`src/axis_cfg_pkg.sv`:
```
`default_nettype none

package axis_cfg_pkg;

    // Beat width in bytes
    localparam int DATA_BYTES_DEF = 4;

    // Number of routed output streams
    localparam int NUM_PORTS_DEF = 2;

    // One tkeep bit covers one lane of this width
    localparam int BYTE_W = 8;

endpackage

`default_nettype wire

```
`src/axis_mode_pkg.sv`:
```
`default_nettype none

package axis_mode_pkg;

    // PULL also fills an empty slice while downstream stalls
    typedef enum logic {PULL, PUSH} fwd_mode_t;

    // Advance stage holding state
    typedef enum logic {EMPTY, HOLD} adv_state_t;

    // Demux position relative to packet boundaries
    typedef enum logic {IDLE, IN_PKT} route_state_t;

endpackage

`default_nettype wire

```
`src/axis_skid_buffer.sv`:
```
`timescale 1ns/1ps
`default_nettype none

module axis_skid_buffer #(
    parameter int DATA_BYTES = 4
) (
    input  wire                                     axi4s_if_from_tx,
    input  wire                                     aresetn,
    input  wire                                     in_tvalid,
    output logic                                    in_tready,
    input  wire [DATA_BYTES*axis_cfg_pkg::BYTE_W-1:0] in_tdata,
    input  wire [DATA_BYTES-1:0]                    in_tkeep,
    input  wire                                     in_tlast,
    output logic                                    out_tvalid,
    input  wire                                     out_tready,
    output logic [DATA_BYTES*axis_cfg_pkg::BYTE_W-1:0] out_tdata,
    output logic [DATA_BYTES-1:0]                   out_tkeep,
    output logic                                    out_tlast
);

    localparam int DATA_W = DATA_BYTES * axis_cfg_pkg::BYTE_W;

    logic                  rdy_q;
    logic                  fwft;
    logic                  capture;
    logic                  skid_valid;
    logic [DATA_W-1:0]     skid_data;
    logic [DATA_BYTES-1:0] skid_keep;
    logic                  skid_last;

    // Downstream ready seen one cycle late
    always_ff @(posedge axi4s_if_from_tx) begin
        if (!aresetn) begin
            rdy_q <= 1'b0;
        end else begin
            rdy_q <= out_tready;
        end
    end

    // Empty skid register can always take one word
    assign fwft      = in_tvalid && !skid_valid && !rdy_q;
    assign in_tready = rdy_q || fwft;

    // Word accepted but not taken downstream lands in the skid register
    assign capture = in_tready && !out_tready;

    always_ff @(posedge axi4s_if_from_tx) begin
        if (!aresetn) begin
            skid_valid <= 1'b0;
        end else if (skid_valid && out_tready) begin
            skid_valid <= 1'b0;
        end else if (capture) begin
            skid_valid <= in_tvalid;
        end
    end

    always_ff @(posedge axi4s_if_from_tx) begin
        if (!skid_valid) begin
            skid_data <= in_tdata;
            skid_keep <= in_tkeep;
            skid_last <= in_tlast;
        end
    end

    // Skid register has priority, else straight through
    always_comb begin
        if (skid_valid) begin
            out_tvalid = 1'b1;
            out_tdata  = skid_data;
            out_tkeep  = skid_keep;
            out_tlast  = skid_last;
        end else begin
            out_tvalid = in_tvalid;
            out_tdata  = in_tdata;
            out_tkeep  = in_tkeep;
            out_tlast  = in_tlast;
        end
    end

endmodule

`default_nettype wire

```
`src/axis_fwd_register.sv`:
```
`timescale 1ns/1ps
`default_nettype none

module axis_fwd_register #(
    parameter int                       DATA_BYTES = 4,
    parameter axis_mode_pkg::fwd_mode_t PIPE_MODE  = axis_mode_pkg::PULL
) (
    input  wire                                     axi4s_if_from_tx,
    input  wire                                     aresetn,
    input  wire                                     in_tvalid,
    output logic                                    in_tready,
    input  wire [DATA_BYTES*axis_cfg_pkg::BYTE_W-1:0] in_tdata,
    input  wire [DATA_BYTES-1:0]                    in_tkeep,
    input  wire                                     in_tlast,
    output logic                                    out_tvalid,
    input  wire                                     out_tready,
    output logic [DATA_BYTES*axis_cfg_pkg::BYTE_W-1:0] out_tdata,
    output logic [DATA_BYTES-1:0]                   out_tkeep,
    output logic                                    out_tlast
);

    localparam int DATA_W = DATA_BYTES * axis_cfg_pkg::BYTE_W;

    // Slice free to take a beat regardless of downstream
    logic empty_q;

    logic [DATA_W-1:0] data_q;

    assign in_tready = (PIPE_MODE == axis_mode_pkg::PUSH) ? out_tready
                                                          : (empty_q || out_tready);
    assign out_tdata = data_q;

    always_ff @(posedge axi4s_if_from_tx) begin
        if (!aresetn) begin
            out_tvalid <= 1'b0;
            empty_q    <= 1'b1;
        end else if (in_tvalid && in_tready) begin
            out_tvalid <= 1'b1;
            empty_q    <= 1'b0;
        end else if (out_tready) begin
            out_tvalid <= 1'b0;
            empty_q    <= 1'b1;
        end
    end

    // Payload only moves on an input transfer
    always_ff @(posedge axi4s_if_from_tx) begin
        if (in_tvalid && in_tready) begin
            data_q    <= in_tdata;
            out_tkeep <= in_tkeep;
            out_tlast <= in_tlast;
        end
    end

endmodule

`default_nettype wire

```
`src/axis_tlast_advance.sv`:
```
`timescale 1ns/1ps
`default_nettype none

module axis_tlast_advance #(
    parameter int                       DATA_BYTES = 4,
    parameter axis_mode_pkg::fwd_mode_t PIPE_MODE  = axis_mode_pkg::PULL
) (
    input  wire                                     axi4s_if_from_tx,
    input  wire                                     aresetn,
    input  wire                                     in_tvalid,
    output logic                                    in_tready,
    input  wire [DATA_BYTES*axis_cfg_pkg::BYTE_W-1:0] in_tdata,
    input  wire [DATA_BYTES-1:0]                    in_tkeep,
    input  wire                                     in_tlast,
    output logic                                    out_tvalid,
    input  wire                                     out_tready,
    output logic [DATA_BYTES*axis_cfg_pkg::BYTE_W-1:0] out_tdata,
    output logic [DATA_BYTES-1:0]                   out_tkeep,
    output logic                                    out_tlast
);

    localparam int DATA_W = DATA_BYTES * axis_cfg_pkg::BYTE_W;

    axis_mode_pkg::adv_state_t state;

    logic [DATA_W-1:0]     hold_data;
    logic [DATA_BYTES-1:0] hold_keep;
    logic                  hold_last;
    logic                  in_empty_last;
    logic                  load_hold;
    logic                  mid_tvalid;
    logic                  mid_tready;
    logic                  mid_tlast;

    assign in_empty_last = in_tlast && (in_tkeep == '0);

    // Nothing held means nothing blocks the input
    assign in_tready = (state == axis_mode_pkg::EMPTY) ? 1'b1 : mid_tready;
    assign load_hold = in_tvalid && in_tready && !in_empty_last;

    // Held beat goes once its successor is present, or alone if it ends the packet
    assign mid_tvalid = (state == axis_mode_pkg::HOLD) && (hold_last || in_tvalid);

    // Empty last beat folds its tlast into the held beat
    assign mid_tlast = hold_last || in_empty_last;

    always_ff @(posedge axi4s_if_from_tx) begin
        if (!aresetn) begin
            state <= axis_mode_pkg::EMPTY;
        end else if (load_hold) begin
            state <= axis_mode_pkg::HOLD;
        end else if (mid_tvalid && mid_tready) begin
            state <= axis_mode_pkg::EMPTY;
        end
    end

    always_ff @(posedge axi4s_if_from_tx) begin
        if (load_hold) begin
            hold_data <= in_tdata;
            hold_keep <= in_tkeep;
            hold_last <= in_tlast;
        end
    end

    axis_fwd_register #(
        .DATA_BYTES (DATA_BYTES),
        .PIPE_MODE  (PIPE_MODE)
    ) u_out_slice (
        .axi4s_if_from_tx (axi4s_if_from_tx),
        .aresetn          (aresetn),
        .in_tvalid        (mid_tvalid),
        .in_tready        (mid_tready),
        .in_tdata         (hold_data),
        .in_tkeep         (hold_keep),
        .in_tlast         (mid_tlast),
        .out_tvalid       (out_tvalid),
        .out_tready       (out_tready),
        .out_tdata        (out_tdata),
        .out_tkeep        (out_tkeep),
        .out_tlast        (out_tlast)
    );

endmodule

`default_nettype wire

```
`src/axis_demux.sv`:
```
`timescale 1ns/1ps
`default_nettype none

module axis_demux #(
    parameter int                       DATA_BYTES = 4,
    parameter int                       NUM_PORTS  = 2,
    parameter axis_mode_pkg::fwd_mode_t PIPE_MODE  = axis_mode_pkg::PULL
) (
    input  wire                                  axi4s_if_from_tx,
    input  wire                                  aresetn,
    input  wire                                  in_tvalid,
    output logic                                 in_tready,
    input  wire [DATA_BYTES*axis_cfg_pkg::BYTE_W-1:0] in_tdata,
    input  wire [DATA_BYTES-1:0]                 in_tkeep,
    input  wire                                  in_tlast,
    input  wire [$clog2(NUM_PORTS)-1:0]          sel,
    output logic [NUM_PORTS-1:0]                 out_tvalid,
    input  wire [NUM_PORTS-1:0]                  out_tready,
    output logic [NUM_PORTS-1:0][DATA_BYTES*axis_cfg_pkg::BYTE_W-1:0] out_tdata,
    output logic [NUM_PORTS-1:0][DATA_BYTES-1:0] out_tkeep,
    output logic [NUM_PORTS-1:0]                 out_tlast
);

    localparam int SEL_W = $clog2(NUM_PORTS);

    axis_mode_pkg::route_state_t state;

    logic [SEL_W-1:0]     port_q;
    logic [SEL_W-1:0]     cur_port;
    logic [NUM_PORTS-1:0] slice_tvalid;
    logic [NUM_PORTS-1:0] slice_tready;

    // First beat follows sel, the rest of the packet the latched port
    assign cur_port  = (state == axis_mode_pkg::IDLE) ? sel : port_q;
    assign in_tready = slice_tready[cur_port];

    always_ff @(posedge axi4s_if_from_tx) begin
        if (!aresetn) begin
            state  <= axis_mode_pkg::IDLE;
            port_q <= '0;
        end else if (in_tvalid && in_tready) begin
            if (state == axis_mode_pkg::IDLE) begin
                port_q <= sel;
            end
            state <= in_tlast ? axis_mode_pkg::IDLE : axis_mode_pkg::IN_PKT;
        end
    end

    for (genvar p = 0; p < NUM_PORTS; p++) begin : g_port
        localparam logic [SEL_W-1:0] PORT_ID = SEL_W'(p);

        assign slice_tvalid[p] = in_tvalid && (cur_port == PORT_ID);

        axis_fwd_register #(
            .DATA_BYTES (DATA_BYTES),
            .PIPE_MODE  (PIPE_MODE)
        ) u_slice (
            .axi4s_if_from_tx (axi4s_if_from_tx),
            .aresetn          (aresetn),
            .in_tvalid        (slice_tvalid[p]),
            .in_tready        (slice_tready[p]),
            .in_tdata         (in_tdata),
            .in_tkeep         (in_tkeep),
            .in_tlast         (in_tlast),
            .out_tvalid       (out_tvalid[p]),
            .out_tready       (out_tready[p]),
            .out_tdata        (out_tdata[p]),
            .out_tkeep        (out_tkeep[p]),
            .out_tlast        (out_tlast[p])
        );
    end

endmodule

`default_nettype wire

```
`src/axis_stream_path.sv`:
```
`timescale 1ns/1ps
`default_nettype none

module axis_stream_path #(
    parameter int                       DATA_BYTES = axis_cfg_pkg::DATA_BYTES_DEF,
    parameter int                       NUM_PORTS  = axis_cfg_pkg::NUM_PORTS_DEF,
    parameter axis_mode_pkg::fwd_mode_t PIPE_MODE  = axis_mode_pkg::PULL
) (
    input  wire                                  axi4s_if_from_tx,
    input  wire                                  aresetn,
    input  wire                                  in_tvalid,
    output logic                                 in_tready,
    input  wire [DATA_BYTES*axis_cfg_pkg::BYTE_W-1:0] in_tdata,
    input  wire [DATA_BYTES-1:0]                 in_tkeep,
    input  wire                                  in_tlast,
    input  wire [$clog2(NUM_PORTS)-1:0]          sel,
    output logic [NUM_PORTS-1:0]                 out_tvalid,
    input  wire [NUM_PORTS-1:0]                  out_tready,
    output logic [NUM_PORTS-1:0][DATA_BYTES*axis_cfg_pkg::BYTE_W-1:0] out_tdata,
    output logic [NUM_PORTS-1:0][DATA_BYTES-1:0] out_tkeep,
    output logic [NUM_PORTS-1:0]                 out_tlast
);

    localparam int DATA_W = DATA_BYTES * axis_cfg_pkg::BYTE_W;

    // Skid buffer to forward slice
    logic                  skid_tvalid;
    logic                  skid_tready;
    logic [DATA_W-1:0]     skid_tdata;
    logic [DATA_BYTES-1:0] skid_tkeep;
    logic                  skid_tlast;

    // Forward slice to advance stage
    logic                  fwd_tvalid;
    logic                  fwd_tready;
    logic [DATA_W-1:0]     fwd_tdata;
    logic [DATA_BYTES-1:0] fwd_tkeep;
    logic                  fwd_tlast;

    // Advance stage to demux
    logic                  adv_tvalid;
    logic                  adv_tready;
    logic [DATA_W-1:0]     adv_tdata;
    logic [DATA_BYTES-1:0] adv_tkeep;
    logic                  adv_tlast;

    axis_skid_buffer #(
        .DATA_BYTES (DATA_BYTES)
    ) u_skid (
        .axi4s_if_from_tx (axi4s_if_from_tx),
        .aresetn          (aresetn),
        .in_tvalid        (in_tvalid),
        .in_tready        (in_tready),
        .in_tdata         (in_tdata),
        .in_tkeep         (in_tkeep),
        .in_tlast         (in_tlast),
        .out_tvalid       (skid_tvalid),
        .out_tready       (skid_tready),
        .out_tdata        (skid_tdata),
        .out_tkeep        (skid_tkeep),
        .out_tlast        (skid_tlast)
    );

    axis_fwd_register #(
        .DATA_BYTES (DATA_BYTES),
        .PIPE_MODE  (PIPE_MODE)
    ) u_fwd (
        .axi4s_if_from_tx (axi4s_if_from_tx),
        .aresetn          (aresetn),
        .in_tvalid        (skid_tvalid),
        .in_tready        (skid_tready),
        .in_tdata         (skid_tdata),
        .in_tkeep         (skid_tkeep),
        .in_tlast         (skid_tlast),
        .out_tvalid       (fwd_tvalid),
        .out_tready       (fwd_tready),
        .out_tdata        (fwd_tdata),
        .out_tkeep        (fwd_tkeep),
        .out_tlast        (fwd_tlast)
    );

    axis_tlast_advance #(
        .DATA_BYTES (DATA_BYTES),
        .PIPE_MODE  (PIPE_MODE)
    ) u_adv (
        .axi4s_if_from_tx (axi4s_if_from_tx),
        .aresetn          (aresetn),
        .in_tvalid        (fwd_tvalid),
        .in_tready        (fwd_tready),
        .in_tdata         (fwd_tdata),
        .in_tkeep         (fwd_tkeep),
        .in_tlast         (fwd_tlast),
        .out_tvalid       (adv_tvalid),
        .out_tready       (adv_tready),
        .out_tdata        (adv_tdata),
        .out_tkeep        (adv_tkeep),
        .out_tlast        (adv_tlast)
    );

    axis_demux #(
        .DATA_BYTES (DATA_BYTES),
        .NUM_PORTS  (NUM_PORTS),
        .PIPE_MODE  (PIPE_MODE)
    ) u_demux (
        .axi4s_if_from_tx (axi4s_if_from_tx),
        .aresetn          (aresetn),
        .in_tvalid        (adv_tvalid),
        .in_tready        (adv_tready),
        .in_tdata         (adv_tdata),
        .in_tkeep         (adv_tkeep),
        .in_tlast         (adv_tlast),
        .sel              (sel),
        .out_tvalid       (out_tvalid),
        .out_tready       (out_tready),
        .out_tdata        (out_tdata),
        .out_tkeep        (out_tkeep),
        .out_tlast        (out_tlast)
    );

endmodule

`default_nettype wire

```
`config.mk`:
```
export PLATFORM = sky130hd
export DESIGN_NAME = axis_stream_path
export DESIGN_NICKNAME = d
export VERILOG_FILES = /design/src/axis_cfg_pkg.sv /design/src/axis_mode_pkg.sv /design/src/axis_skid_buffer.sv /design/src/axis_fwd_register.sv /design/src/axis_tlast_advance.sv /design/src/axis_demux.sv /design/src/axis_stream_path.sv
export SDC_FILE = /design/constraint.sdc
export NUM_CORES = 1
export LEC_CHECK = 0
export BUFFER_PORTS_ARGS = -buffer_cell sky130_fd_sc_hd__buf_4
export CAP_MARGIN = 20
export CORE_UTILIZATION = 44
export CTS_CLUSTER_DIAMETER = 150
export CTS_CLUSTER_SIZE = 14
export DETAILED_ROUTE_END_ITERATION = 12
export GPL_TIMING_DRIVEN = 0
export PLACE_DENSITY = 0.74
export SLEW_MARGIN = 20
export SYNTH_ARGS = -nofsm -noshare
export SYNTH_HDL_FRONTEND = slang
export SYNTH_SLANG_ARGS = --single-unit
```
`constraint.sdc`:
```
create_clock -name axi4s_if_from_tx -period 7.2 [get_ports axi4s_if_from_tx]
set_input_delay 0.72 -clock axi4s_if_from_tx [delete_from_list [all_inputs] [get_ports axi4s_if_from_tx]]
set_output_delay 0.72 -clock axi4s_if_from_tx [all_outputs]
set_load 0.005 [all_outputs]
```
==> impl_results.md <==
- Status: finished, final reports clean
- VDD IR max: 0.172 mV
- Initial antenna violation count: 0
- Post-Synthesis Cell Area: between 7000 and 8000 um^2
- Met1 usage: 16.5%
- Deepest clock path buffer count: 3
- Share of the cycle needed by the critical path after routing: 35.1%
- Die X: roughly 130 um
- Worst clock skew: between 0.008 and 0.009 ns
- RePlAce Congestion: approximately 0.67
- First-pass GRT wire length: 17600 um
- Clk slew on worst S/H paths: around 0.06 ns
- Final #Nets: 519
- CTS Hold Bufs: 0
- Sequential share of the synthesized area: roughly 90%
- Actual slew at the worst max-slew pin: just over 0.7 ns
- Ys async rst share: 0%
- Relative slew margins: between 50% and 60%
- Clk sinks: roughly 240
- Crit path max-delay family: buffers and inverters
- Synthesized instance count: 328
- Synthesized Nets: 371
- 1st-pass router iterations: 4
- Pwr Density: 278 nW/um^2
- Leading area contributor after synthesis: edfxtp_1
- Flop and latch count out of synthesis: 235
- H-tree Lvls: 1
- Mean Syn Cell Area: ~22 um^2
- Site row count: 46
- Post-synth cell types: 29
- RSZ-0062 raised after global routing: false
- CTS buffer count: 20
- Antenna Cells: 0
- Routed via count: 3258
- PortBufs: between 100 and 150
- Final worst slack: 4.67 ns
- Detail Route Antenna Nets: 0
- Vias in the first global route: 3403
- # IOs: 120
- Crit path largest cell delay: 0.49 ns
- Cells along the critical path: buf_1, inv_1, a21o_1, buf_4
- Clk Latency, worst-skew pair: around 0.48 ns
- Most used DFF post-synth: edfxtp_1
- CTS tree: done
- Layout fillers: between 1000 and 1500
- Worst min-delay path class: reg2reg
- Area contributors post-synth: edfxtp_1, dfxtp_1, mux2_2
- WL/cell: 16.6 um
- CTS Root Cell: clkbuf_16
- Critical Path AT: 1.81 ns
- Met2 usage: 24.2%
- CP max FO: 10
- Worst Path Buf+Inv: 3
- Total Power: 2.56 mW
- Slowest stage cell, crit path: buf_1
- Die H: 131 um
- Post-synth top area share: 76.0%
- WP data required: between 6 and 7 ns
- Vias per cell: 4.61
- Core box area: 16100 um^2
- Fmax: 0.395 GHz
- CP Launch Type: flop
- Area Growth Syn to Fin: 25.9%
- Starting Density: 45.5%
- Die area: 17100 um^2
- Max cap viols: 0
- Most Crowded Layer GR: met2
- Yosys warning count: 0
- Number of synthesized flops with an enable pin: 185
- Initial DRC count: 201
- GR met3 Demand/Resource: 2.57%
- Pin count of the biggest net entering global routing: 28
- CP Class: reg2out
- Min Tclk post-route: 2.53 ns
- Post-CTS Resized: 0
- Setup Buffers After CTS: 0
- Final hold violation count: 0
- Setup violators final: 0
- WL final: 11700 um
- Tot GR Track Use: 13.7%
- Final total negative setup slack: 0 ns
- Grt ovf: 0
- Share of cells above drive strength 1: 40.4%
- Drc violations: 0
- Pre-CTS worst setup slack: 4.29 ns
- Hpwl dp: around 8000 um
- CP Capture Type: output port
- Final Max Tran Viols: 0
- Leak pwr: 3.32 nW
==> through the flow <==
| step | cell area (um^2) | util (%) | hold slack (ns) | std cells |
|---|---|---|---|---|
| finish | 9210 | 57.3 | 0.412 | 706 |
| CTS | 9210 | 57.3 | 0.411 | 706 |
| detailed placement | 8620 | 53.7 | 0.405 | 670 |
| global route | 9210 | 57.3 | 0.419 | 706 |
| global placement | 8470 | 52.7 | 0.401 | 662 |
| floorplan | 7310 | - | 0.400 | 328 |
==> sequential cells by signal, summed over array words and instances (netlist names), 2 cells and up <==
signal and count:
u_demux.g_port.u_slice.out_tvalid 2, u_demux.g_port.u_slice.out_tlast 2, u_adv.u_out_slice.out_tdata 32, u_adv.hold_keep 4
u_fwd.out_tdata 32, u_demux.g_port.u_slice.empty_q 2, u_demux.g_port.u_slice.out_tkeep 8, u_demux.g_port.u_slice.out_tdata 64
u_adv.hold_data 32, u_fwd.out_tkeep 4, u_skid.skid_keep 4, u_adv.u_out_slice.out_tkeep 4
u_skid.skid_data 32
==> cell usage after synthesis, types with 2 or more instances <==
library cell and count:
mux2_2 37, buf_4 4, nor2_1 8, nor2b_1 4, edfxtp_1 185, o21ai_0 3, buf_1 4, a21oi_1 4
nor3_1 2, o21a_1 2, dfxtp_1 50, inv_1 4, nand2_1 5
==> cells in the final DEF (no fill, tap or decap), types with 2 or more instances in the layout <==
| cell type | netlist | final |
|---|---|---|
| nor3_1 | 2 | 2 |
| buf_1 | 4 | 4 |
| mux2_2 | 37 | 37 |
| a21oi_1 | 4 | 3 |
| clkbuf_1 | 1 | 15 |
| buf_16 | 0 | 2 |
| nand2_1 | 5 | 5 |
| buf_4 | 4 | 126 |
| clkbuf_16 | 0 | 21 |
| buf_12 | 0 | 2 |
| nor2b_1 | 4 | 3 |
| o21ai_0 | 3 | 3 |
| dfxtp_1 | 50 | 50 |
| nor2_1 | 8 | 7 |
| edfxtp_1 | 185 | 185 |
| o21a_1 | 2 | 2 |
| inv_1 | 4 | 4 |
==> routing by layer <==
| layer | vias to the layer above | wire length, um |
|---|---|---|
| met5 | - | 0 |
| met4 | 0 | 349 |
| met3 | 29 | 460 |
| met2 | 89 | 6070 |
| met1 | 1597 | 4810 |
| li1 | 1543 | - |
==> worst paths after layout <==
kind / from / to / slack, ns / depth (start not counted)
max: u_skid.skid_valid / in_tready / 4.67 / 4
min: u_fwd.out_tdata[26] / u_adv.hold_data[26] / 0.41 / 0
max reg2reg: u_demux.state / u_fwd.out_tdata[7] / 4.72 / 5
min reg2reg: u_fwd.out_tdata[26] / u_adv.hold_data[26] / 0.41 / 0
==> kinds of logic (layout without fill, tap and decap cells) <==
logic type	after synthesis	after routing	synth area share [%]
AO/OA/AOI/OAI	15	15	1.42
AND/OR/NAND/NOR	25	25	1.80
multiplexers	40	40	6.23
buffers and inverters	13	175	0.873
flip-flops	235	235	89.7
==> cell type report <==
type / count / area [um^2] / area share (%)
inverter: 4 / 15.0 / 0.163
clock buffer: 35 / 578 / 6.28
tap: 216 / 270 / 2.94
multi-input combinational: 80 / 723 / 7.85
buffer: 9 / 48.8 / 0.530
timing repair buffer: 126 / 1010 / 11.0
sequential: 235 / 6560 / 71.2
clock inverter: 1 / 5.00 / 0.0544
==> power breakdown <==
part	switching [mW]	total, mW	internal, mW	leakage (nW)
Combinational	0.0313	0.0666	0.0352	0.906
Clock	0.434	0.977	0.544	0.279
Sequential	0.0131	1.52	1.51	2.13
Total	0.478	2.56	2.09	3.32
No activity file was read; power rests on OpenSTA's default activity.
